--- config.mk ---
export PLATFORM = sky130hd
export DESIGN_NAME = uart_word_assembler
export DESIGN_NICKNAME = d
export VERILOG_FILES = /design/src/little_computer_pkg.sv /design/src/uart_word_assembler.sv
export SDC_FILE = /design/constraint.sdc
export NUM_CORES = 1
export LEC_CHECK = 0
export BUFFER_PORTS_ARGS = -buffer_cell sky130_fd_sc_hd__buf_2
export CELL_PAD_IN_SITES_DETAIL_PLACEMENT = 1
export CELL_PAD_IN_SITES_GLOBAL_PLACEMENT = 1
export CORE_ASPECT_RATIO = 0.8
export CORE_MARGIN = 1
export CORE_UTILIZATION = 30
export CTS_CLUSTER_DIAMETER = 150
export DETAILED_ROUTE_END_ITERATION = 10
export GPL_TIMING_DRIVEN = 0
export PLACE_DENSITY = 0.58
export SLEW_MARGIN = 5
export SYNTH_ARGS = -nofsm -noshare
export SYNTH_HDL_FRONTEND = slang
export SYNTH_SLANG_ARGS = --single-unit
export TNS_END_PERCENT = 1
--- constraint.sdc ---
create_clock -name sysclk -period 1.2 [get_ports sysclk]
set_input_delay 0.18 -clock sysclk [delete_from_list [all_inputs] [get_ports sysclk]]
set_output_delay 0.18 -clock sysclk [all_outputs]
set_load 0.005 [all_outputs]
--- src/little_computer_pkg.sv ---
package little_computer_pkg;

    typedef logic [15:0] word_t;
    typedef logic [7:0]  byte_t;
    typedef logic [7:0]  word_addr_t;
    typedef logic [1:0]  reg_idx_t;
    typedef logic [9:0]  led_t;

    // Instruction layout: op[15:12] rd[11:10] rs[9:8] imm8[7:0]
    typedef enum logic [3:0] {
        NOP  = 4'h0,
        LDI  = 4'h1,
        ADD  = 4'h2,
        LW   = 4'h3,
        SW   = 4'h4,
        JMP  = 4'h5,
        BEQZ = 4'h6,
        HALT = 4'hF
    } opcode_e;

    typedef enum logic [2:0] {
        RESET_WAIT,
        FETCH,
        EXEC,
        MEM_WAIT,
        HALTED
    } cpu_state_e;

    typedef enum logic [1:0] {
        IDLE,
        START,
        DATA,
        STOP
    } uart_state_e;

    typedef struct packed {
        logic       en;
        word_addr_t addr;
        word_t      data;
    } mem_wr_t;

    localparam int         clks_per_bit = 16;
    localparam word_addr_t led_addr     = 8'hFF;
    localparam int         num_digits   = 6;

    // Active-low segments, bit 7 is the decimal point and stays dark
    function automatic logic [7:0] seg_encode(input logic [3:0] nibble);
        case (nibble)
            4'h0: return 8'hC0;
            4'h1: return 8'hF9;
            4'h2: return 8'hA4;
            4'h3: return 8'hB0;
            4'h4: return 8'h99;
            4'h5: return 8'h92;
            4'h6: return 8'h82;
            4'h7: return 8'hF8;
            4'h8: return 8'h80;
            4'h9: return 8'h90;
            4'hA: return 8'h88;
            4'hB: return 8'h83;
            4'hC: return 8'hC6;
            4'hD: return 8'hA1;
            4'hE: return 8'h86;
            default: return 8'h8E;
        endcase
    endfunction

endpackage
--- src/uart_word_assembler.sv ---
`timescale 1ns/1ps

module uart_word_assembler import little_computer_pkg::*; (
    input  logic  sysclk,
    input  logic  sysrst,
    input  logic  load_en,
    input  logic  byte_valid,
    input  byte_t byte_data,
    output logic  word_valid,
    output word_t word_data
);

    // Set while the high byte is held and the low byte is awaited
    logic  phase;
    byte_t hi_byte;

    always_ff @(posedge sysclk) begin
        if (!sysrst) begin
            phase      <= 1'b0;
            word_valid <= 1'b0;
        end else begin
            word_valid <= 1'b0;
            if (!load_en) begin
                phase <= 1'b0;
            end else if (byte_valid) begin
                phase      <= !phase;
                word_valid <= phase;
            end
        end
    end

    always_ff @(posedge sysclk) begin
        if (load_en && byte_valid) begin
            if (!phase) begin
                hi_byte <= byte_data;
            end else begin
                word_data <= {hi_byte, byte_data};
            end
        end
    end

endmodule

==> impl_metrics.ini <==
[placement]
dp.final_hpwl_um = 863
portBuffers = 28
place.gp.congestion = 0.568

[clock_tree]
insertion_delay_ns = 0.30
clkSinkCount = 26
cts_made_buffers = 3
tritoncts = built
clkSlewWorstSetupHoldPaths_ns = 0.12
post_cts_buffers = 0
ctsHtreeMaxLevel = 1
root_buffer = clkbuf_4
clockBufferDepth = 2

[timing]
hold_viol = 0
fin_setup_tns_ns = 0
fin_crit_sh_pct = 89.5
fin_crit_ns = 1.07
max_freq_mhz = 931
finClkSkew_ns = 0.00116
drv_slew = 0
slew_headroom_pct = 73.7
setup_violations = 0
rsz0062_at_grt = false
tightestPinTransition_ns = 0.395

[floorplanning]
rows = 16
dieArea_um2 = 2880
fp.dieW_um = 59.8
die_height_um = 48.2
io_pins = 29
core_um2 = 2480
initial_core_util_pct = 32.3

[routing]
ant_nets = 0
drtIter0Drc = 5
vias_per_cell = 3.89
route.detailed.drc = 0
wl_per_cell_um = 11.6
wirelength_um = 1160
route.vias.total = 389
drtPass1Iterations = 2

[synth]
ys.warnings.count = 0
synth_area_um2 = 801
avgSynthCellArea_um2 = 25.0
syn_inst = 32
synth_area_leaders = edfxtp_1, dfxtp_1, and4_2, xor2_1, and3_2
yosys.cell_types.count = 8
synth_seq_cells = 26
seq_area_frac_synth_pct = 95.0
syn_nets = 44
yosysTopAreaCellShare_pct = 90.0
yosysTopAreaCell = edfxtp_1

[worst_setup_path]
slowest_stage = dfxtp_1
crit_buf_inv = 0
path_class = flop to flop
cp.arrival_ns = 1.08
cp-end-kind = flop
crit_cells = 1
slowest_delay_ns = 0.42
required_ns = 1.21
critical_path_peak_fanout = 16
cp_cell_sequence = and3_4
path_delay_family = flip-flops
crit_path_start_kind = flop
reg2regPathDepth = 1

[global_route]
grt_use_total_pct = 8.46
antenna_found_initial = 0
grt_pass1_wl_um = 1600
grt_start_max_net_pins = 17
grt-ovfl-total = 0
grt_pass1_vias = 333

[final_layout]
seqCellArea_um2 = 761
multi_input_area_um2 = 46.3
drive_gt1_share_pct = 53.1
fin_nets = 77
antennaDiodeCount = 0
syn2layout_area_growth_pct = 27.2
fillers = 263

[power]
power_leakage_nw = 0.387
ir_drop_v = 0.000342
powerDensity_nw_per_um2 = 1380
power_mw = 1.41

[worst_hold_path]
min_path_cells = 1
min_path_type = primary input to flop

[run_status]
status = finished clean

[flow_run]
maxCapViolations = 0
stage by stage:
stage	std cells	utilization (%)	setup slack (ns)	instance area [um^2]	hold slack, ns
after floorplan	32	-	0.128	801	0.279
after global placement	96	39.7	-0.0621	986	0.372
after detailed placement	96	39.7	-0.0108	986	0.372
after CTS	100	41.0	0.110	1020	0.0477
after global routing	100	41.0	0.0678	1020	0.0320
final	100	41.0	0.126	1020	0.0599
Yosys cell counts:
cell type and instances:
nor2_1 1, and3_2 1, and3_1 1, nand2_1 1
edfxtp_1 24, dfxtp_1 2, and4_2 1, xor2_1 1
final timing paths:
check	from	end	slack, ns
worst max-delay path	phase	word_data[5]	0.13
worst min-delay path	byte_data[5]	word_data[5]	0.06
worst max register to register	phase	word_data[5]	0.13
worst min register to register	hi_byte[7]	word_data[15]	0.44
report_power, final:
part	internal, mW	total [mW]	switching [mW]
Combinational	0.0212	0.0463	0.0251
Clock	0.121	0.344	0.223
Sequential	1.01	1.02	0.00701
Total	1.15	1.41	0.255
per-layer routing:
metal | vias to the layer above | wire (um) | share of wire (%) | global-route usage, %
li1 | 191 | - | - | -
met3 | 0 | 66 | 5.7 | 3.18
met2 | 15 | 564 | 48 | 12.7
met5 | - | 0 | 0 | 0
met4 | 0 | 0 | 0 | 4.19
met1 | 183 | 532 | 46 | 11.0
flip-flops by register name, summed over array words and instances, names as in the netlist:
name        flops
word_data      16
phase           1
hi_byte         8
word_valid      1
timing repair:
item	in CTS	in global routing
hold buffers	0	0
endpoints found under the setup margin	8	0
resized for setup	2	0
cell families after synthesis:
logic type,synth area share (%)
DFF,95.0
and+or+nand+nor,3.91
xor gates and xnor gates,1.09
layout by cell type, fill, tap and decap left out:
cell type / Yosys / layout
and3_1: 1 / 1
and3_4: 0 / 1
and4_2: 1 / 1
buf_2: 0 / 28
clkbuf_4: 0 / 3
clkinv_1: 0 / 1
dfxtp_1: 2 / 2
edfxtp_1: 24 / 24
nand2_1: 1 / 1
nor2_2: 0 / 1
xor2_1: 1 / 1
area by class of cell:
cell class	instances	share of cell area [%]
Sequential cell	26	74.7
Timing Repair Buffer	28	13.8
Multi-Input combinational cell	6	4.55
Tap cell	36	4.42
Clock buffer	3	2.21
Clock inverter	1	0.369
Note: power is estimated with default switching activity, not from simulation.
