### src/little_computer_pkg.sv
package little_computer_pkg;

    typedef logic [15:0] word_t;
    typedef logic [7:0]  byte_t;
    typedef logic [7:0]  word_addr_t;
    typedef logic [1:0]  reg_idx_t;
    typedef logic [9:0]  led_t;

    // Instruction layout: op[15:12] rd[11:10] rs[9:8] imm8[7:0]
    typedef enum logic [3:0] {
        NOP  = 4'h0,
        LDI  = 4'h1,
        ADD  = 4'h2,
        LW   = 4'h3,
        SW   = 4'h4,
        JMP  = 4'h5,
        BEQZ = 4'h6,
        HALT = 4'hF
    } opcode_e;

    typedef enum logic [2:0] {
        RESET_WAIT,
        FETCH,
        EXEC,
        MEM_WAIT,
        HALTED
    } cpu_state_e;

    typedef enum logic [1:0] {
        IDLE,
        START,
        DATA,
        STOP
    } uart_state_e;

    typedef struct packed {
        logic       en;
        word_addr_t addr;
        word_t      data;
    } mem_wr_t;

    localparam int         clks_per_bit = 16;
    localparam word_addr_t led_addr     = 8'hFF;
    localparam int         num_digits   = 6;

    // Active-low segments, bit 7 is the decimal point and stays dark
    function automatic logic [7:0] seg_encode(input logic [3:0] nibble);
        case (nibble)
            4'h0: return 8'hC0;
            4'h1: return 8'hF9;
            4'h2: return 8'hA4;
            4'h3: return 8'hB0;
            4'h4: return 8'h99;
            4'h5: return 8'h92;
            4'h6: return 8'h82;
            4'h7: return 8'hF8;
            4'h8: return 8'h80;
            4'h9: return 8'h90;
            4'hA: return 8'h88;
            4'hB: return 8'h83;
            4'hC: return 8'hC6;
            4'hD: return 8'hA1;
            4'hE: return 8'h86;
            default: return 8'h8E;
        endcase
    endfunction

endpackage
### src/program_loader.sv
`timescale 1ns/1ps

module program_loader import little_computer_pkg::*; (
    input  logic       sysclk,
    input  logic       sysrst,
    input  logic       load_en,
    input  logic       word_valid,
    input  word_t      word_data,
    output mem_wr_t    load_wr,
    output word_addr_t count
);

    logic load_en_q;
    logic load_rise;

    assign load_rise = load_en && !load_en_q;

    // Each word lands at the address given by the running count
    always_comb begin
        load_wr.en   = word_valid && load_en;
        load_wr.addr = count;
        load_wr.data = word_data;
    end

    always_ff @(posedge sysclk) begin
        if (!sysrst) begin
            load_en_q <= 1'b0;
        end else begin
            load_en_q <= load_en;
        end
    end

    // Wraps after 256 words
    always_ff @(posedge sysclk) begin
        if (!sysrst) begin
            count <= '0;
        end else if (load_rise) begin
            count <= '0;
        end else if (load_wr.en) begin
            count <= count + 1'b1;
        end
    end

endmodule

### config.mk
export PLATFORM = sky130hd
export DESIGN_NAME = program_loader
export DESIGN_NICKNAME = d
export VERILOG_FILES = /design/src/little_computer_pkg.sv /design/src/program_loader.sv
export SDC_FILE = /design/constraint.sdc
export NUM_CORES = 1
export LEC_CHECK = 0
export BUFFER_PORTS_ARGS = -buffer_cell sky130_fd_sc_hd__buf_4
export CAP_MARGIN = 20
export CORE_UTILIZATION = 35
export DETAILED_ROUTE_END_ITERATION = 16
export PLACE_DENSITY = 0.77
export RECOVER_POWER = 50
export SLEW_MARGIN = 20
export SYNTH_ARGS = -nofsm -noshare
export SYNTH_HDL_FRONTEND = slang
export SYNTH_SLANG_ARGS = --single-unit
### constraint.sdc
create_clock -name sysclk -period 1.55 [get_ports sysclk]
set_input_delay 0.2325 -clock sysclk [delete_from_list [all_inputs] [get_ports sysclk]]
set_output_delay 0.2325 -clock sysclk [all_outputs]
set_load 0.01 [all_outputs]
==> results.md <==
* Width of the die at 42.2 um
* Endpoints failing setup at 0
* Mapped Cells at 68
* FF-to-FF Start: count[0]
* GRT Resource Usage Total at 12.6%
* CP Launch Type: flip-flop
* HP Start: sysrst
* Syn_nets at 89
* Standard-cell row count at 14
* Maximum clock path buffer count at 2
* Total CTS buffers at 3
* Critical path arrival at 1610 ps
* Setup Buffers After CTS at 0
* Pwr dens at 793 mW/mm^2
* Unrepaired setup endpoints after global routing: no
* Crit path max fanout at 6
* Area of the multi-input gates at 194 sq um
* Design Area, Final at 567 sq um
* Initial antenna violation count at 0
* Mapped cell area at 567 sq um
* Setup_tns at 0 ps
* Diode count at 0
* Core ar. at 0.00151 sq mm
* Post-layout nets at 89
* Skew-Pair Late Insertion Delay at 260 ps
* DRC violations left at 0
* Area Overhead vs Synth at 0%
* Seq. cell area at 180 sq um
* DP Area at 553 sq um
* First-pass GRT wire length at 1670 um
* Vias in the first global route at 383
* R2R Setup Slk at 130 ps
* Beginning of the critical path: count[0]
* CTS resizes at 0
* Synth top cells by count: buf_4 (24), dfxtp_1 (9), a21oi_1 (5)
* CTS tree: built
* Sequential fraction of the synthesis area at 31.8%
* CTS Sinks at 9
* Fraction of layout instances using a drive strength above 1 at 31.3%
* Clock transition at path regs at 60 ps
* Hold Crit Depth at 2
* Post-synth EDFFs at 0
* Final period utilization at 91.6%
* Leak at 0.226 nW
* Cts-stage hold buffer count at 0
* Remaining antenna violation count at 0
* #FFs+latches synth at 9
* Global route overflow at 0
* Slew headroom at 43.9%
* Post-synth ARST share at 0%
* DR vias/cell at 5.08
* Peak VDD IR at 0.415 mV
* CTS Root Cell: clkbuf_4
* Top cell type by total area after synthesis: dfxtp_1
* CP Data Required Time at 1740 ps
* WL per Instance at 12.0 um
* WL final at 999 um
* Pre-CTS setup slack at 136 ps
* Register-to-Register Path Depth at 4
* Fillers at 166
* Port Buffers at 20
* Htree depth at 1
* Post-DP HPWL at 717 um
* Worst Skew at 6.67 ps
* Least-Margin Pin Slew at 832 ps
* Reg-to-Reg End: count[6]
* Iteration-0 DRC Markers at 4
* Synth cell types at 19
* Die ar. at 0.00178 sq mm
* Status: completed
* Max-slew violation count at 0
* Setup ws final at 131 ps
* Routability cong. at 0.734
* Final hold violations at 0
* Die height at 42.2 um
* IO Count at 53
* Ys flop type: dfxtp_1
* Worst hold path class: in -> reg
* Max Cap Viol at 0
* Crit Path Category: reg -> reg
* Area share of the largest cell type after synthesis at 31.8%
* Setup crit end kind: flip-flop
* Via count at 422
* Post-layout min period at 1420 ps
* Synthesized area per cell at 8.34 sq um
* Largest net degree at the start of global routing at 9
* Starting Density at 37.6%
* Top cells by area, synth: dfxtp_1 (32%), buf_4 (32%), a21oi_1 (4.4%)
* Hold WS at 205 ps
* Yosys warning count at 0
* Fmax at 705 MHz
* Worst setup path end: count[6]
* Most common cell in the synthesized netlist: buf_4
* Pre-antenna DRT Iters at 4
[kinds of logic (layout without fill, tap and decap cells)]
| kind of cell | Yosys count | after routing | share of synthesized area (%) |
|---|---|---|---|
| flops | 9 | 9 | 31.8 |
| buf+inv | 27 | 26 | 33.8 |
| mux | 1 | 1 | 1.77 |
| xor+xnor | 2 | 2 | 3.09 |
| simple gates | 17 | 17 | 16.8 |
| compound gates | 11 | 11 | 10.6 |
| fa+ha+maj | 1 | 1 | 2.21 |
[layout by cell type, fill, tap and decap left out]
cell type,n
nand2_1,2
inv_1,2
and2_2,1
dfxtp_1,9
o21ai_0,4
a21oi_1,5
buf_4,17
xor2_1,1
or4_1,2
nor2_1,3
mux2i_1,1
clkbuf_1,4
o31ai_1,2
nand3_1,3
and2_0,1
nand4_1,2
ha_1,1
or3_1,3
clkbuf_4,3
xnor2_1,1
[state kept, by name, indices dropped and copies added (netlist names)]
signal and cells:
count 8, load_en_q 1
[final cells by class]
type | count | area share (%)
inverters | 2 | 1.32
well taps | 16 | 3.53
clock buffers | 4 | 4.64
repair buffers | 20 | 24.5
flip-flops and latches | 9 | 31.8
multi-input cells | 32 | 34.2
[worst min-delay path by stage]
stage                  to  slack (ps)
2_1_floorplan   load_en_q         370
3_3_place_gp    load_en_q         460
3_5_place_dp   load_wr[0]         470
4_1_cts         load_en_q         200
5_1_grt         load_en_q         190
6_report        load_en_q         210
[per-layer routing]
layer	global-route usage [%]	vias to the layer above	share of wire, %
li1	-	206	-
met1	13.0	187	40
met2	19.4	25	44
met3	8.62	4	14
met4	6.25	0	1.2
met5	0	-	0
[worst max-delay path, cell delays in order (launching register included)]
cell     delay, ps
dfxtp_1        430
ha_1           200
inv_1           60
or4_1          510
a21oi_1        160
[report_power, final]
| part | internal, mW | total [mW] | switching, mW |
|---|---|---|---|
| logic | 0.0144 | 0.0296 | 0.0152 |
| clock network | 0.0993 | 0.182 | 0.0831 |
| registers | 0.234 | 0.237 | 0.00296 |
[per-stage QoR]
step / cells / total power, mW / util [%]
final: 83 / 0.449 / 37.6
after detailed placement: 79 / 0.274 / 36.7
after CTS: 83 / 0.459 / 38.5
after floorplan: 68 / 0.301 / -
after global placement: 79 / 0.273 / 36.7
after global routing: 83 / 0.478 / 37.6
No activity file was read; power rests on OpenSTA's default activity.
