--- config.mk ---
export PLATFORM = sky130hd
export DESIGN_NAME = uart_rx
export DESIGN_NICKNAME = d
export VERILOG_FILES = /design/src/little_computer_pkg.sv /design/src/uart_rx.sv
export SDC_FILE = /design/constraint.sdc
export NUM_CORES = 1
export LEC_CHECK = 0
export BUFFER_PORTS_ARGS = -buffer_cell sky130_fd_sc_hd__buf_4
export CAP_MARGIN = 20
export CORE_MARGIN = 2
export CORE_UTILIZATION = 55
export DETAILED_ROUTE_END_ITERATION = 8
export PLACE_DENSITY = 0.76
export SLEW_MARGIN = 5
export SYNTH_ARGS = -nofsm -noshare
export SYNTH_HDL_FRONTEND = slang
export SYNTH_SLANG_ARGS = --single-unit
--- constraint.sdc ---
create_clock -name sysclk -period 2.4 [get_ports sysclk]
set_input_delay 0.48 -clock sysclk [delete_from_list [all_inputs] [get_ports sysclk]]
set_output_delay 0.48 -clock sysclk [all_outputs]
set_load 0.01 [all_outputs]
--- src/little_computer_pkg.sv ---
package little_computer_pkg;

    typedef logic [15:0] word_t;
    typedef logic [7:0]  byte_t;
    typedef logic [7:0]  word_addr_t;
    typedef logic [1:0]  reg_idx_t;
    typedef logic [9:0]  led_t;

    // Instruction layout: op[15:12] rd[11:10] rs[9:8] imm8[7:0]
    typedef enum logic [3:0] {
        NOP  = 4'h0,
        LDI  = 4'h1,
        ADD  = 4'h2,
        LW   = 4'h3,
        SW   = 4'h4,
        JMP  = 4'h5,
        BEQZ = 4'h6,
        HALT = 4'hF
    } opcode_e;

    typedef enum logic [2:0] {
        RESET_WAIT,
        FETCH,
        EXEC,
        MEM_WAIT,
        HALTED
    } cpu_state_e;

    typedef enum logic [1:0] {
        IDLE,
        START,
        DATA,
        STOP
    } uart_state_e;

    typedef struct packed {
        logic       en;
        word_addr_t addr;
        word_t      data;
    } mem_wr_t;

    localparam int         clks_per_bit = 16;
    localparam word_addr_t led_addr     = 8'hFF;
    localparam int         num_digits   = 6;

    // Active-low segments, bit 7 is the decimal point and stays dark
    function automatic logic [7:0] seg_encode(input logic [3:0] nibble);
        case (nibble)
            4'h0: return 8'hC0;
            4'h1: return 8'hF9;
            4'h2: return 8'hA4;
            4'h3: return 8'hB0;
            4'h4: return 8'h99;
            4'h5: return 8'h92;
            4'h6: return 8'h82;
            4'h7: return 8'hF8;
            4'h8: return 8'h80;
            4'h9: return 8'h90;
            4'hA: return 8'h88;
            4'hB: return 8'h83;
            4'hC: return 8'hC6;
            4'hD: return 8'hA1;
            4'hE: return 8'h86;
            default: return 8'h8E;
        endcase
    endfunction

endpackage
--- src/uart_rx.sv ---
`timescale 1ns/1ps

module uart_rx import little_computer_pkg::*; (
    input  logic  sysclk,
    input  logic  sysrst,
    input  logic  rx,
    output logic  byte_valid,
    output byte_t byte_data
);

    logic [1:0]  rx_sync;
    logic        rx_s;
    uart_state_e state;
    logic [4:0]  clk_cnt;
    logic [2:0]  bit_idx;
    logic        frame_err;
    logic        bit_end;
    logic        half_bit;

    assign rx_s     = rx_sync[1];
    assign bit_end  = (clk_cnt == clks_per_bit - 1);
    assign half_bit = (clk_cnt == clks_per_bit / 2 - 1);

    always_ff @(posedge sysclk) begin
        if (!sysrst) begin
            // Line idles high
            rx_sync    <= 2'b11;
            state      <= IDLE;
            clk_cnt    <= '0;
            bit_idx    <= '0;
            frame_err  <= 1'b0;
            byte_valid <= 1'b0;
        end else begin
            rx_sync    <= {rx_sync[0], rx};
            byte_valid <= 1'b0;
            case (state)
                IDLE: begin
                    clk_cnt <= '0;
                    if (!rx_s) begin
                        state <= START;
                    end
                end
                START: begin
                    if (half_bit) begin
                        clk_cnt <= '0;
                        bit_idx <= '0;
                        // Glitch on the line, not a real start bit
                        state   <= rx_s ? IDLE : DATA;
                    end else begin
                        clk_cnt <= clk_cnt + 1'b1;
                    end
                end
                DATA: begin
                    if (bit_end) begin
                        clk_cnt <= '0;
                        bit_idx <= bit_idx + 1'b1;
                        if (bit_idx == 3'd7) begin
                            state <= STOP;
                        end
                    end else begin
                        clk_cnt <= clk_cnt + 1'b1;
                    end
                end
                STOP: begin
                    if (!bit_end) begin
                        clk_cnt <= clk_cnt + 1'b1;
                    end else if (rx_s) begin
                        byte_valid <= !frame_err;
                        frame_err  <= 1'b0;
                        state      <= IDLE;
                    end else begin
                        // Bad stop bit, hold here until the line returns high
                        frame_err <= 1'b1;
                    end
                end
                default: state <= IDLE;
            endcase
        end
    end

    // LSB arrives first
    always_ff @(posedge sysclk) begin
        if (state == DATA && bit_end) begin
            byte_data <= {rx_s, byte_data[7:1]};
        end
    end

endmodule

==> results by group <==
Detailed routing
  – Initial DRC count: 32
  – Via density per instance: approximately 5.9
  – Routed WL per cell: 13.1 um
  – Pre-antenna DRT Iters: 4
  – Antenna-violating nets left: 0
  – Vias: about 740
  – Final WL: between 1500 and 2000 um
  – DRC viols: 0

Placed design
  – Port buffer count: 11
  – Placed insts: approximately 120
  – GPL Wtd Cong: between 0.8 and 0.9
  – Post-detail-place hpwl: 1150 um

Final layout
  – N_diodes: 0
  – Area Overhead vs Synth: 13.9%
  – Fill cells: around 140
  – Finished Layout Cells: roughly 130
  – Final nets: 110
  – Layout cell share with drive strength beyond 1: between 10% and 20%

Logic synthesis
  – Syn nets: 98
  – Post-synth EDFFs: 8
  – Avg Synthesized Cell Area: 10.9 sq um
  – Mux contribution to synthesized area: around 1.0%
  – Synthesized cell area: just under 1000 sq um
  – Post-Synth XOR/XNOR Area: less than 1%
  – Post-Synth Simple-Gate Area: a little under a fifth
  – Syn Inst Count: 91
  – Warnings, synthesis: 0
  – Yosys top cell area share: ~28%
  – Main combinational cell family by area after synthesis: simple AND/OR/NAND/NOR gates
  – Post-synth top flop: dfxtp_1
  – Ys async rst share: 0%
  – Area leader, netlist: dfxtp_1
  – Seq/Total Area, Yosys: 52.7%
  – Adder-cell share of the synthesized area: 5.06%
  – Synth area leaders: dfxtp_1, edfxtp_1, ha_1, nand2_1, nor2_1
  – Synth unique cells: 38
  – #FFs+latches synth: 22
  – Compound-gate portion of the synthesized area: ~18%

Critical path
  – CP Cell Sequence: ha_1 -> and3b_1 -> o21ai_2 -> or3b_1 -> a21boi_1
  – Critical path launch point type: flip-flop
  – Slowest CP cell: dfxtp_1
  – Worst setup EP type: flip-flop
  – Worst stage delay on the critical path: ~0.39 ns
  – CP required: approximately 2.7 ns
  – CP Class: reg2reg
  – CP Max Fanout: 7
  – Worst Path Arrival: ~1.9 ns

STA
  – Share of the clock period used by the worst path: between 70 and 80%
  – Slew HR: between 60% and 70%
  – Final Max Slew Viols: 0
  – Final min period: between 1.5 and 2 ns
  – Final setup violation count: 0
  – Slew @ Worst Pin: ~0.48 ns
  – Fmax: between 500 and 600 MHz
  – RSZ-0062 raised after global routing: no
  – Setup Skew: between 0.004 and 0.005 ns
  – Setup Total Neg Slack: 0 ns
  – Hold Vio Cnt, Final: 0

Floorplanning
  – IO Count: 12
  – Initial Utilization: between 50% and 60%
  – Die ar.: ~2200 sq um
  – Die height: ~46 um
  – FP Rows: 15
  – CORE AREA: 1710 sq um
  – Die width: 46.4 um

Global route
  – Number of global-route vias before repair: between 600 and 700
  – Largest net degree at the start of global routing: 16
  – Met2 GRT Util: 27.8%
  – Final global-route overflow total: 0
  – Grt peak-use layer: met2
  – Gr usage total: between 10% and 20%
  – M3 GR Usage: under 10%
  – Met1 global-route usage: 24.8%
  – Initial antenna violation count: 0
  – First-pass GRT wire length: 2790 um

CTS
  – Clk_lat worst skew: 0.31 ns
  – CTS tree: done
  – Htree depth: 1
  – Num CTS Buffers: 3
  – CTS hold repair buffers: 0
  – Post-CTS resize count: 0
  – Clk root buf: clkbuf_4
  – Post-CTS Setup Inserts: 0
  – Clk slew on worst S/H paths: approximately 0.12 ns
  – Clock Sinks: 22
  – Max Buffers Root-to-Sink: 2

Power
  – Pwr Total: a little under 700 uW
  – Lkg Pwr: 0.000435 uW
  – Power Dens Cells: a little over 600 nW/um^2
  – VDD IR-drop max: slightly above 0.4 mV

Min path
  – Hold Path Class: in2reg

Run
  – Max_cap viols: 0

Run status
  – Status: finished, final reports clean
[per-stage QoR]
step	setup WS (ns)	hold slack [ns]	utilization [%]	area (sq um)
after global placement	0.832	0.392	62.9	1070
after global routing	0.579	0.350	65.9	1130
after CTS	0.727	0.346	65.9	1130
final	0.708	0.351	65.9	1130
after detailed placement	0.769	0.397	62.9	1070
after floorplan	0.666	0.386	-	988
[synthesized netlist by cell type, types with 2 or more instances]
library cell,count
dfxtp_1,14
edfxtp_1,8
nand2_1,8
nor2_1,7
a21oi_1,5
ha_1,4
a21boi_0,3
nand3_1,3
and3b_1,2
buf_2,2
buf_4,2
inv_1,2
nand2b_1,2
nor2b_1,2
o2111ai_1,2
o211a_1,2
o21ai_0,2
[final timing paths]
path / startpoint / to / slack, ns / cells past startpoint
max reg2reg: clk_cnt[0] / bit_idx[0] / 0.71 / 5
min: rx / rx_sync[0] / 0.35 / 2
max: clk_cnt[0] / bit_idx[0] / 0.71 / 5
min reg2reg: rx_sync[0] / rx_sync[1] / 0.42 / 1
[cells by family after synthesis]
| logic type | after synthesis |
|---|---|
| AO/OA/AOI/OAI | 24 |
| XOR/XNOR | 1 |
| multiplexers | 1 |
| adder cells (fa/ha/maj) | 4 |
| buffers and inverters | 7 |
| flip-flops | 22 |
| AND/OR/NAND/NOR | 32 |
[placed cells by master, fill, tap and decap left out, types with 2 or more instances in the layout]
cell type,n
nand2b_1,2
ha_1,4
a21oi_1,5
edfxtp_1,8
o21ai_0,2
nand2_1,8
clkbuf_4,3
nand3_1,3
and3b_1,2
dfxtp_1,14
o2111ai_1,2
nor2b_1,2
o211a_1,2
buf_4,12
nor2_1,7
inv_1,2
a21boi_0,3
[state kept, by name, indices dropped and copies added, names as in the netlist, named ones only]
signal,cells
state,1
bit_idx,3
byte_data,8
clk_cnt,5
frame_err,1
rx_sync,2
byte_valid,1
[metal layers]
layer	vias up	wire [um]
met1	358	759
met4	0	40
met5	-	0
met3	5	72
li1	357	-
met2	24	788
[critical path, delay by kind of cell, from the launching register on]
kind | cells | cell delay, ns
flip-flops | 1 | 0.39
AO/OA/AOI/OAI | 2 | 0.25
adder cells (fa/ha/maj) | 1 | 0.27
AND/OR/NAND/NOR | 2 | 0.73
[layout make-up]
| type | count | area (sq um) | area share (%) |
|---|---|---|---|
| clock buffer | 3 | 22.5 | 2.00 |
| clock inverter | 1 | 30.0 | 2.67 |
| inverter | 2 | 7.51 | 0.667 |
| multi-input combinational | 62 | 424 | 37.7 |
| sequential | 22 | 520 | 46.2 |
| tap | 25 | 31.3 | 2.78 |
| timing repair buffer | 12 | 90.1 | 8.00 |
[where the power goes]
part	internal [uW]	switching [uW]	leakage (uW)
registers	387	4.16	0.000185
logic	8.13	8.20	0.000222
clock network	169	110	0.0000279
total	564	122	0.000435
(Power assumes the default switching activity.)
