--- src/little_computer_pkg.sv ---
package little_computer_pkg;

    typedef logic [15:0] word_t;
    typedef logic [7:0]  byte_t;
    typedef logic [7:0]  word_addr_t;
    typedef logic [1:0]  reg_idx_t;
    typedef logic [9:0]  led_t;

    // Instruction layout: op[15:12] rd[11:10] rs[9:8] imm8[7:0]
    typedef enum logic [3:0] {
        NOP  = 4'h0,
        LDI  = 4'h1,
        ADD  = 4'h2,
        LW   = 4'h3,
        SW   = 4'h4,
        JMP  = 4'h5,
        BEQZ = 4'h6,
        HALT = 4'hF
    } opcode_e;

    typedef enum logic [2:0] {
        RESET_WAIT,
        FETCH,
        EXEC,
        MEM_WAIT,
        HALTED
    } cpu_state_e;

    typedef enum logic [1:0] {
        IDLE,
        START,
        DATA,
        STOP
    } uart_state_e;

    typedef struct packed {
        logic       en;
        word_addr_t addr;
        word_t      data;
    } mem_wr_t;

    localparam int         clks_per_bit = 16;
    localparam word_addr_t led_addr     = 8'hFF;
    localparam int         num_digits   = 6;

    // Active-low segments, bit 7 is the decimal point and stays dark
    function automatic logic [7:0] seg_encode(input logic [3:0] nibble);
        case (nibble)
            4'h0: return 8'hC0;
            4'h1: return 8'hF9;
            4'h2: return 8'hA4;
            4'h3: return 8'hB0;
            4'h4: return 8'h99;
            4'h5: return 8'h92;
            4'h6: return 8'h82;
            4'h7: return 8'hF8;
            4'h8: return 8'h80;
            4'h9: return 8'h90;
            4'hA: return 8'h88;
            4'hB: return 8'h83;
            4'hC: return 8'hC6;
            4'hD: return 8'hA1;
            4'hE: return 8'h86;
            default: return 8'h8E;
        endcase
    endfunction

endpackage
--- src/hex_display.sv ---
`timescale 1ns/1ps

module hex_display import little_computer_pkg::*; (
    input  logic                      load_en,
    input  logic                      debug_mode,
    input  word_t                     instr,
    input  word_addr_t                pc,
    input  word_addr_t                count,
    input  led_t                      leds,
    output logic [8*num_digits-1:0]   hex
);

    logic [4*num_digits-1:0] value;

    always_comb begin
        if (load_en) begin
            value = (4 * num_digits)'(count);
        end else if (debug_mode) begin
            value = {instr, pc};
        end else begin
            value = (4 * num_digits)'(leds);
        end
    end

    // Digit 0 is the rightmost one, in the low bits
    always_comb begin
        for (int i = 0; i < num_digits; i++) begin
            hex[8*i +: 8] = seg_encode(value[4*i +: 4]);
        end
    end

endmodule

--- config.mk ---
export PLATFORM = sky130hd
export DESIGN_NAME = hex_display
export DESIGN_NICKNAME = d
export VERILOG_FILES = /design/src/little_computer_pkg.sv /design/src/hex_display.sv
export SDC_FILE = /design/constraint.sdc
export NUM_CORES = 1
export LEC_CHECK = 0
export ABC_AREA = 1
export BUFFER_PORTS_ARGS = -buffer_cell sky130_fd_sc_hd__buf_4
export CORE_MARGIN = 8
export CORE_UTILIZATION = 40
export DETAILED_ROUTE_END_ITERATION = 7
export MAX_ROUTING_LAYER = met4
export PLACE_DENSITY = 0.7
export SLEW_MARGIN = 20
export SYNTH_ARGS = -nofsm -noshare
export SYNTH_HDL_FRONTEND = slang
export SYNTH_SLANG_ARGS = --single-unit
--- constraint.sdc ---
create_clock -name vclk -period 1.6
set_input_delay 0.08 -clock vclk [all_inputs]
set_output_delay 0.08 -clock vclk [all_outputs]
set_load 0.005 [all_outputs]
==> results of run 1 <==
==> Yosys cell counts (2+ instances only) <==
master	number	share of area (%)
buf_4	9	3.3
inv_2	3	0.55
o21a_1	3	1.1
nand3_1	41	10
or2_2	2	0.61
buf_6	5	2.7
nor2_1	22	4.0
ha_1	36	22
o21ai_2	2	0.85
nand2_1	150	27
nor2_2	4	1.2
nor2_4	5	2.7
a21oi_1	7	1.7
or2_1	4	1.2
inv_1	38	6.9
o211ai_1	3	1.1
nand3_2	2	0.97
o21ai_0	29	7.1
a21oi_2	2	0.85
nand2_8	2	1.9
==> repair_timing <==
item                       in CTS  in global routing
resized for setup               1                 21
pin swaps                       0                  3
buffers inserted                0                  3
setup endpoints to repair       1                 28
cloned                          0                  0
==> area by class of cell <==
type	count	share of cell area (%)
Tap cell	70	3.05
Timing Repair Buffer	105	27.4
Inverter	42	5.92
Multi-Input combinational cell	324	63.6
==> kinds of logic (layout without fill, tap and decap cells) <==
family          after synthesis  count (layout)  share of synthesized area (%)
simple gates                234             234                           50.9
other cells                   1               6                          0.182
fa+ha+maj                    36              36                           21.9
compound gates               48              48                           13.2
buf+inv                      56             147                           13.8
==> per-layer routing <==
metal  wire length [µm]  vias up  GRT usage, %
met5                  0        -             -
met4                 59        0          1.41
met3                393        6          2.16
met2               2830       93          27.6
met1               2930     1097          18.9
li1                   -     1373             -
==> stage by stage <==
stage	instances	setup TNS [ns]	hold slack, ns	setup slack (ns)
after floorplan	380	0	0.211	0.169
after global placement	538	0	0.433	0.0164
after detailed placement	538	-0.0203	0.428	-0.0203
after CTS	538	0	0.431	0.00590
after global routing	541	-0.0478	0.444	-0.0207
final	541	0	0.430	0.0721
==> critical path, stage by stage <==
cell and delay [ns]:
buf_4 0.15, buf_4 0.15, nor2_2 0.12, nor2_1 0.08, buf_4 0.14, ha_1 0.20
nand2_1 0.12, nand3_1 0.10, and2_1 0.17, buf_4 0.13
==> power by group <==
| group | switching [mW] | internal [mW] |
|---|---|---|
| clock network | 0 | 0 |
| registers | 0 | 0 |
| logic | 0.418 | 0.377 |
| total | 0.418 | 0.377 |
==> worst max path at each step <==
stage               startpoint      end  slack [ns]  depth (start not counted)
floorplan           debug_mode  hex[19]        0.17                          8
global placement       load_en  hex[14]        0.02                         12
detailed placement  debug_mode  hex[19]       -0.02                          8
CTS                    load_en  hex[14]       0.006                         12
global route           load_en  hex[22]       -0.02                         11
finish              debug_mode  hex[19]        0.07                         10
==> metrics.txt, run 1 <==
Crit Path Max Fanout 6; pin count of the biggest net entering global routing 15; GPL Wtd Cong 0.942; Critical Path Sink Type output port; antenna viol nets, final 0; # IOs 92; Final #Nets between 500 and 600; most common cell after layout, fill and taps aside nand2_1; hold path startpoint instr[7]; unrepaired setup endpoints after global routing yes; commonest non-fill, non-tap cells in the layout nand2_1 (147), buf_4 (105), nand3_1 (40); total gr overflow 0; Filler cells 522; synth unique cells 26; clkbuf count 0; # port buffers 86; CP Class primary input to output port; Finish-stage setup viols 0; FMAX 654 MHz; status completed; Placeable Area between 0.005 and 0.006 mm²; Die W approximately 88 µm; Final min period roughly 1.5 ns; CP Data Required Time 1.52 ns; # DRC 0; worst hold stages 3; max-cap viol count 0; Syn Inst Count ~380; count of pins over their slew limit 0; Hold Crit Class primary input to output port; Hold Path Sink hex[28]; dpl hpwl ~5200 µm; worst vdd ir about 0.11 mV; Site Rows 26; area of the multi-input gates roughly 0.0018 mm²; layout cell share with drive strength beyond 1 between 30% and 40%; register area 0 µm²; Final Cycle Share 95.5%; final WL 6210 µm; layout overhead on the synthesized area 39.7%; total power roughly 790 µW; area post-placement around 0.0028 mm²; DR WL/cell around 11 µm; type of origin of the critical path primary input; Post-Route Utilization 57.0%; YS warnings 0; DRT Pass-1 Iters 4; crit path DAT roughly 1.5 ns; Die H around 88 µm; Leakage 1.66 nW; antenna violations before repair 0; via count of the routed design between 2k and 3k; Synth Cell Area approximately 0.0021 mm²; gr usage total between 10% and 20%; global-route wire length before repair ~10000 µm; Die Area 0.00769 mm²; n_diodes 0; Fin. Hold Viols 0; final sequential cell count 0; finished layout cell area approximately 0.0029 mm²; Initial Util 40.8%; vias in the first global route around 2.4k; DRT iter0 DRCs 74; Hold Buf Count CTS 0; Cell Pwr Density 277 mW/mm²; syn_area_per_cell between 5 and 6 µm²; Vias/cell about 4.7; post-synthesis sequential area ratio 0%
No activity file was read; power rests on OpenSTA's default activity.
==> inputs of run 2 (changes only) <==
Settings changed: BUFFER_PORTS_ARGS -buffer_cell sky130_fd_sc_hd__buf_4 to not set, CORE_UTILIZATION 40 to 35, DONT_BUFFER_PORTS set to 1, PLACE_DENSITY 0.7 to not set.
==> metrics.txt, run 2 (synthesis gave the netlist of run 1 again) <==
antenna viol nets, final 0 (unchanged); vias in the first global route 2109 (was 2411); total power 508 µW (was 795 µW); Site Rows 28 (was 26); Final #Nets 452 (was 553); Finish-stage setup viols 0 (unchanged); commonest non-fill, non-tap cells in the layout nand2_1 (150), nand3_1 (41), inv_1 (38) (was nand2_1 (147), buf_4 (105), nand3_1 (40)); Die H 92.7 µm (was 87.7 µm); Placeable Area 0.00582 mm² (was 0.00504 mm²); via count of the routed design 2214 (was 2569); Die W 92.7 µm (was 87.7 µm); DR WL/cell 13.2 µm (was 11.5 µm); # IOs 92 (unchanged); most common cell after layout, fill and taps aside nand2_1 (unchanged); Hold Buf Count CTS 0 (unchanged); register area 0 µm² (unchanged); clkbuf count 0 (unchanged); n_diodes 0 (unchanged); Fin. Hold Viols 0 (unchanged); FMAX 705 MHz (was 654 MHz); global-route wire length before repair 9650 µm (was 10200 µm); GPL Wtd Cong 0.853 (was 0.942); Post-Layout Cell Count 445 (was 541); Die Area 0.00859 mm² (was 0.00769 mm²); # port buffers 0 (was 86); DRT Pass-1 Iters 5 (was 4); # placed instances 445 (was 538); DRT iter0 DRCs 114 (was 74); final WL 5850 µm (was 6210 µm); area of the multi-input gates 0.00179 mm² (was 0.00183 mm²); total gr overflow 0 (unchanged); # DRC 0 (unchanged); status completed (unchanged); Post-Route Utilization 35.7% (was 57.0%); count of pins over their slew limit 0 (unchanged); Critical Path Sink Type output port (unchanged); final sequential cell count 0 (unchanged); CP Class primary input to output port (unchanged); Final min period 1.42 ns (was 1.53 ns); Crit Path Max Fanout 16 (was 6); Leakage 1.16 nW (was 1.66 nW); Cell Pwr Density 245 mW/mm² (was 277 mW/mm²); max-cap viol count 0 (unchanged); type of origin of the critical path primary input (unchanged); setup TNS 0 ns (unchanged); Hold Crit Class primary input to output port (unchanged); unrepaired setup endpoints after global routing no (was yes); Initial Util 35.4% (was 40.8%); layout overhead on the synthesized area 0.912% (was 39.7%); crit path DAT 1.34 ns (was 1.45 ns); gr usage total 13.1% (was 15.7%); Vias/cell 4.98 (was 4.75); layout cell share with drive strength beyond 1 7.57% (was 30.4%); pin count of the biggest net entering global routing 18 (was 15); dpl hpwl 4900 µm (was 5220 µm); Filler cells 662 (was 522); CP Data Required Time 1.52 ns (about the same); antenna violations before repair 0 (unchanged); Final Cycle Share 88.7% (was 95.5%); worst vdd ir 0.0856 mV (was 0.109 mV)
-- run 2: stage by stage --
stage                     area (µm²)  worst slack [ns]  hold slack [ns]
after floorplan                 2080             0.169            0.211
after global placement          2080             0.180            0.222
after detailed placement        2080             0.127            0.221
after CTS                       2080             0.128            0.221
after global routing            2080            0.0121            0.228
final                           2080             0.181            0.217
-- run 2: critical path, stage by stage --
cell,delay [ns]
inv_4,0.14
buf_4,0.20
nand3_1,0.09
nand2_1,0.18
inv_1,0.11
ha_1,0.21
nand3_1,0.13
nand2_1,0.07
nand2_1,0.05
nand2_1,0.07
-- run 2: what timing repair did --
item / 4_1_cts / 5_1_grt
setup endpoints to repair: 0 / 2
resized for setup: 0 / 2
setup buffers: 0 / 0
-- run 2: metal layers --
layer | part of all wire (%) | track usage, % | up-vias
li1 | - | - | 1161
met1 | 45 | 15.5 | 961
met5 | 0 | - | -
met3 | 9.9 | 3.48 | 2
met2 | 45 | 22.6 | 90
met4 | 0.38 | 0.805 | 0
-- run 2: cell type report --
cell class                 count  area share, %
multi-input combinational    324           86.3
inverter                      42           7.72
tap                           75           4.52
timing repair buffer           4           1.45
-- run 2: worst paths after layout --
path | start | to | cells past startpoint
max | load_en | hex[5] | 10
min | instr[15] | hex[44] | 1
-- run 2: power breakdown --
group	total [mW]	switching, mW	internal, mW
clock network	0	0	0
registers	0	0	0
logic	0.508	0.342	0.166
