<file path="src/little_computer_pkg.sv">
package little_computer_pkg;

    typedef logic [15:0] word_t;
    typedef logic [7:0]  byte_t;
    typedef logic [7:0]  word_addr_t;
    typedef logic [1:0]  reg_idx_t;
    typedef logic [9:0]  led_t;

    // Instruction layout: op[15:12] rd[11:10] rs[9:8] imm8[7:0]
    typedef enum logic [3:0] {
        NOP  = 4'h0,
        LDI  = 4'h1,
        ADD  = 4'h2,
        LW   = 4'h3,
        SW   = 4'h4,
        JMP  = 4'h5,
        BEQZ = 4'h6,
        HALT = 4'hF
    } opcode_e;

    typedef enum logic [2:0] {
        RESET_WAIT,
        FETCH,
        EXEC,
        MEM_WAIT,
        HALTED
    } cpu_state_e;

    typedef enum logic [1:0] {
        IDLE,
        START,
        DATA,
        STOP
    } uart_state_e;

    typedef struct packed {
        logic       en;
        word_addr_t addr;
        word_t      data;
    } mem_wr_t;

    localparam int         clks_per_bit = 16;
    localparam word_addr_t led_addr     = 8'hFF;
    localparam int         num_digits   = 6;

    // Active-low segments, bit 7 is the decimal point and stays dark
    function automatic logic [7:0] seg_encode(input logic [3:0] nibble);
        case (nibble)
            4'h0: return 8'hC0;
            4'h1: return 8'hF9;
            4'h2: return 8'hA4;
            4'h3: return 8'hB0;
            4'h4: return 8'h99;
            4'h5: return 8'h92;
            4'h6: return 8'h82;
            4'h7: return 8'hF8;
            4'h8: return 8'h80;
            4'h9: return 8'h90;
            4'hA: return 8'h88;
            4'hB: return 8'h83;
            4'hC: return 8'hC6;
            4'hD: return 8'hA1;
            4'hE: return 8'h86;
            default: return 8'h8E;
        endcase
    endfunction

endpackage
</file>
<file path="src/tiny_cpu.sv">
`timescale 1ns/1ps

module tiny_cpu import little_computer_pkg::*; (
    input  logic       sysclk,
    input  logic       rst_n,
    input  word_t      instr,
    input  word_t      read_data,
    output word_addr_t pc,
    output word_addr_t data_addr,
    output mem_wr_t    cpu_wr,
    output logic       halted
);

    cpu_state_e state;
    word_t      regs [4];
    opcode_e    op;
    reg_idx_t   rd;
    reg_idx_t   rs;
    byte_t      imm;
    reg_idx_t   mem_rd;
    logic       mem_load;

    assign op  = opcode_e'(instr[15:12]);
    assign rd  = instr[11:10];
    assign rs  = instr[9:8];
    assign imm = instr[7:0];

    // Presented during EXEC so read data is ready in MEM_WAIT
    assign data_addr = regs[rs][7:0];
    assign halted    = (state == HALTED);

    always_ff @(posedge sysclk) begin
        if (!rst_n) begin
            state    <= RESET_WAIT;
            pc       <= '0;
            regs     <= '{default: '0};
            cpu_wr   <= '0;
            mem_rd   <= '0;
            mem_load <= 1'b0;
        end else begin
            cpu_wr.en <= 1'b0;
            case (state)
                RESET_WAIT: state <= FETCH;
                FETCH:      state <= EXEC;
                EXEC: begin
                    pc    <= pc + 1'b1;
                    state <= FETCH;
                    case (op)
                        LDI: regs[rd] <= word_t'(imm);
                        ADD: regs[rd] <= regs[rd] + regs[rs];
                        LW: begin
                            mem_rd   <= rd;
                            mem_load <= 1'b1;
                            state    <= MEM_WAIT;
                        end
                        SW: begin
                            cpu_wr.en   <= 1'b1;
                            cpu_wr.addr <= data_addr;
                            cpu_wr.data <= regs[rd];
                            mem_load    <= 1'b0;
                            state       <= MEM_WAIT;
                        end
                        JMP: pc <= imm;
                        BEQZ: begin
                            if (regs[rd] == '0) begin
                                pc <= imm;
                            end
                        end
                        HALT: state <= HALTED;
                        // Unused codes fall through as NOP
                        default: ;
                    endcase
                end
                MEM_WAIT: begin
                    // Store completes on this edge, load data is on read_data
                    if (mem_load) begin
                        regs[mem_rd] <= read_data;
                    end
                    state <= FETCH;
                end
                HALTED: state <= HALTED;
                default: state <= RESET_WAIT;
            endcase
        end
    end

endmodule

</file>
<file path="config.mk">
export PLATFORM = sky130hd
export DESIGN_NAME = tiny_cpu
export DESIGN_NICKNAME = d
export VERILOG_FILES = /design/src/little_computer_pkg.sv /design/src/tiny_cpu.sv
export SDC_FILE = /design/constraint.sdc
export NUM_CORES = 1
export LEC_CHECK = 0
export BUFFER_PORTS_ARGS = -buffer_cell sky130_fd_sc_hd__clkbuf_2
export CORE_ASPECT_RATIO = 0.9
export CORE_MARGIN = 1
export CORE_UTILIZATION = 50
export DETAILED_ROUTE_END_ITERATION = 16
export PLACE_DENSITY_LB_ADDON = 0.15
export SKIP_LAST_GASP = 1
export SLEW_MARGIN = 25
export SYNTH_ARGS = -nofsm -noshare
export SYNTH_HDL_FRONTEND = slang
export SYNTH_SLANG_ARGS = --single-unit
</file>
<file path="constraint.sdc">
create_clock -name sysclk -period 4.3 [get_ports sysclk]
set_clock_uncertainty 0.1 [all_clocks]
set_input_delay 0.43 -clock sysclk [delete_from_list [all_inputs] [get_ports sysclk]]
set_output_delay 0.43 -clock sysclk [all_outputs]
set_load 0.005 [all_outputs]
</file>
==> impl_metrics.py <==
metrics = {
    "outcome": {
        "run_status": "completed",
    },
    "sta": {
        "finalHoldViolations": 0,
        "rsz0062_at_grt": "false",
        "max_clock_freq_mhz": 274,
        "relSlewSlack_pct": 20.6,
        "tightestPinTransition_ps": 1180,
        "final_min_period_over_clock_period_pct": 84.8,
        "setup_tns_ps": 0,
        "final_period_minus_worst_setup_slack_ps": 3650,
        "final-max-slew-violation-count": 0,
        "finalSetupViolations": 0,
    },
    "setup_path": {
        "standard_cell_with_the_maximum_stage_delay_on_the_critical_path": "sky130_fd_sc_hd__mux4_2",
        "worst_r2r_path_depth": 9,
        "worst-path-max-fanout": 4,
        "worstPathCellList": "mux4_2 -> ha_1 -> fa_1 -> a21o_1 -> a221o_1 -> a31oi_1 -> xnor2_1 -> a221oi_1 -> nor2_1",
        "crit_type": "reg -> reg",
        "critical_path.max_stage_delay_ps": 560,
        "rrSetupSlack_ps": 650,
        "cp_data_arrival_time_ps": 3800,
        "worstPathRequired_ps": 4450,
        "worstSetupStartpointType": "flip-flop",
        "worstSetupEndpointType": "flip-flop",
    },
    "clock_network": {
        "ctsRootBufferMaster": "sky130_fd_sc_hd__clkbuf_16",
        "number_of_buffers_inserted_to_repair_setup_after_cts": 0,
        "bufs_on_longest_clock_path": 2,
        "clkSinkCount": 103,
        "clock_latency_ps": 370,
        "clk_transition_reported_paths_ps": 80,
        "tritoncts.num_buffers": 9,
        "hold_buffers": 0,
        "cts_resized": 0,
        "h-tree-depth": 3,
        "cts_tree": "built",
    },
    "pwr": {
        "power.share.combinational_pct": 9.2,
        "switching_share_pct": 25.2,
        "power_per_standard_cell_area_nw_per_um2": 290,
        "leakage_uw": 0.00292,
        "share_seq_of_total_power_pct": 46.9,
        "internal_power_uw": 1550,
        "switchingPower_uw": 523,
        "peakVddDrop_mv": 0.216,
        "p_clk_share_pct": 43.9,
    },
    "floorplan": {
        "core-area_um2": 12200,
        "boundaryPins": 76,
        "die-height_um": 109,
        "initial_utilization_pct": 52.0,
        "floorplan.die.width_um": 121,
        "fp-row-count": 38,
        "dieArea_um2": 13100,
    },
    "drt": {
        "ant_nets": 0,
        "dr_wl_met2_mm": 8.84,
        "post_route_drc": 0,
        "via_total_after_detailed_routing": 6218,
        "met3WireLength_mm": 2.35,
        "top_layer_used": "met4",
        "route.final.wire_length_mm": 20.4,
        "drt_first_pass_iters": 8,
        "routed_via_count_divided_by_cell_count": 6.69,
        "dr.first_iter.drc_count": 858,
        "m1WireLength_mm": 8.88,
        "average_detailed_routed_wire_length_per_instance_um": 21.9,
    },
    "grt": {
        "grt_pass1_vias": 5897,
        "wire_length_of_the_first_global_routing_pass_mm": 31.9,
        "global_route.usage.total_pct": 32.0,
        "grt_antenna_before_repair": 0,
        "grt-ovfl-total": 0,
        "grt_start_max_net_pins": 67,
    },
    "cells_and_area": {
        "final_core_util_pct": 58.8,
        "top_library_cells_by_usage_in_the_layout_fill_and_taps_aside": "sky130_fd_sc_hd__dfxtp_1, sky130_fd_sc_hd__nand2_1, sky130_fd_sc_hd__clkbuf_2",
        "final_nets": 816,
        "final_common_cell": "sky130_fd_sc_hd__dfxtp_1",
        "antenna_cells_inserted": 0,
        "final_layout_size_suffix_gt1_share_pct": 20.4,
        "areaGrowthSynthToFinish_pct": 13.2,
        "fillerInstances": 1110,
    },
    "min_path": {
        "holdCritPathClass": "in -> reg",
        "hold_path_depth": 3,
    },
    "synthesis": {
        "post_synth_mux_area_share_pct": 13.6,
        "synth-simple-area-share_pct": 16.4,
        "synthesis.yosys.warnings": 0,
        "synth.ff_latch_count": 103,
        "synth-edff-count": 0,
        "ys_async_sr_fraction_pct": 0,
        "ys_types": 67,
        "synth_top_area_cell": "sky130_fd_sc_hd__dfxtp_1",
        "synth_top_family_by_area": "compound AO/OA/AOI/OAI gates",
        "synth_top_area_share_pct": 32.6,
        "syn-cell-area_um2": 6320,
        "synthesis.area_per_instance_um2": 8.83,
        "synth_fp_nets": 767,
        "synth_cells": 716,
        "synthTopCellsByArea": "sky130_fd_sc_hd__dfxtp_1, sky130_fd_sc_hd__mux4_2, sky130_fd_sc_hd__nand2_1, sky130_fd_sc_hd__a221oi_1, sky130_fd_sc_hd__a21oi_1",
        "synth-compound-area-share_pct": 27.3,
        "synth_xor_area_share_pct": 2.35,
        "postSynth.topFlopCell": "sky130_fd_sc_hd__dfxtp_1",
        "sequential_share_of_the_synthesized_area_pct": 32.6,
        "synth_adder_area_share_pct": 3.48,
    },
    "placement": {
        "globalplace.congestion": 0.884,
        "port_buffers": 75,
        "post-dp-hpwl_mm": 14.4,
    },
    "run": {
        "drv_cap": 0,
    },
}
-- worst max-delay path: cells and delay by family, from the launching register on --
| kind | cells | cell delay [ps] |
|---|---|---|
| adder cells (fa/ha/maj) | 2 | 720 |
| AND/OR/NAND/NOR | 1 | 90 |
| multiplexers | 1 | 560 |
| flip-flops | 1 | 350 |
| XOR/XNOR | 1 | 260 |
| AO/OA/AOI/OAI | 4 | 1450 |
-- layer usage --
metal	GRT usage [%]	vias up
met3	9.47	31
met4	9.88	0
met5	0	-
li1	-	2826
met2	48.0	366
met1	44.3	2995
-- final cells by class --
cell class	count	area (µm²)	share of cell area [%]
timing repair buffer	93	513	7.16
tap	160	200	2.80
multi-input combinational	548	4020	56.1
clock inverter	7	105	1.47
sequential	103	2060	28.8
clock buffer	9	225	3.14
inverter	10	37.5	0.524
-- registers in the layout, summed over array words and instances, names as in the netlist --
name	flops
regs	64
cpu_wr	25
pc	8
state	3
mem_rd	2
mem_load	1
-- cells in the mapped netlist (6+ instances only) --
cell type	n
sky130_fd_sc_hd__dfxtp_1	103
sky130_fd_sc_hd__nand2_1	89
sky130_fd_sc_hd__nor2_1	49
sky130_fd_sc_hd__clkbuf_1	48
sky130_fd_sc_hd__a21oi_1	45
sky130_fd_sc_hd__o21ai_1	38
sky130_fd_sc_hd__o21ai_0	37
sky130_fd_sc_hd__a221oi_1	36
sky130_fd_sc_hd__mux4_2	32
sky130_fd_sc_hd__a21boi_1	24
sky130_fd_sc_hd__ha_1	16
sky130_fd_sc_hd__o211ai_1	15
sky130_fd_sc_hd__nor3b_1	14
sky130_fd_sc_hd__a31oi_1	13
sky130_fd_sc_hd__xnor2_1	11
sky130_fd_sc_hd__nor3_1	10
sky130_fd_sc_hd__o211a_1	9
sky130_fd_sc_hd__and3_1	8
sky130_fd_sc_hd__inv_1	8
sky130_fd_sc_hd__mux2i_1	7
sky130_fd_sc_hd__nand3_1	7
sky130_fd_sc_hd__a21o_1	6
sky130_fd_sc_hd__o21a_1	6
sky130_fd_sc_hd__xor2_1	6
-- cells by family after synthesis --
family	count (synthesis)
xor gates and xnor gates	17
adders and majority gates	17
muxes	45
buffers and inverters	65
AOI/OAI and AO/OA	259
and+or+nand+nor	210
DFF	103
-- power groups by stage --
| stage | Combinational (µW) | Sequential [µW] | Clock, µW |
|---|---|---|---|
| after floorplan | 118 | 994 | 0 |
| after global placement | 182 | 996 | 0 |
| after detailed placement | 185 | 997 | 0 |
| after CTS | 186 | 974 | 925 |
| after global routing | 205 | 976 | 960 |
| final | 191 | 975 | 912 |
-- through the flow --
| step | hold WS [ps] | total power (µW) | cell area [µm²] | cells | setup slack, ps |
|---|---|---|---|---|---|
| detailed placement | 346 | 1180 | 6820 | 914 | 455 |
| global route | 294 | 2140 | 7160 | 930 | 486 |
| floorplan | 351 | 1110 | 6320 | 716 | 318 |
| CTS | 279 | 2090 | 7150 | 930 | 714 |
| global placement | 339 | 1180 | 6820 | 914 | 520 |
| finish | 286 | 2080 | 7160 | 930 | 652 |
-- final timing paths --
check                     startpoint                 endpoint
max            regs[48]$_SDFFE_PN0P_    regs[10]$_SDFFE_PN0P_
min                    read_data[14]    regs[30]$_SDFFE_PN0P_
max reg2reg    regs[48]$_SDFFE_PN0P_    regs[10]$_SDFFE_PN0P_
min reg2reg  cpu_wr[10]$_SDFFE_PN0P_  cpu_wr[10]$_SDFFE_PN0P_
(Power assumes the default switching activity.)
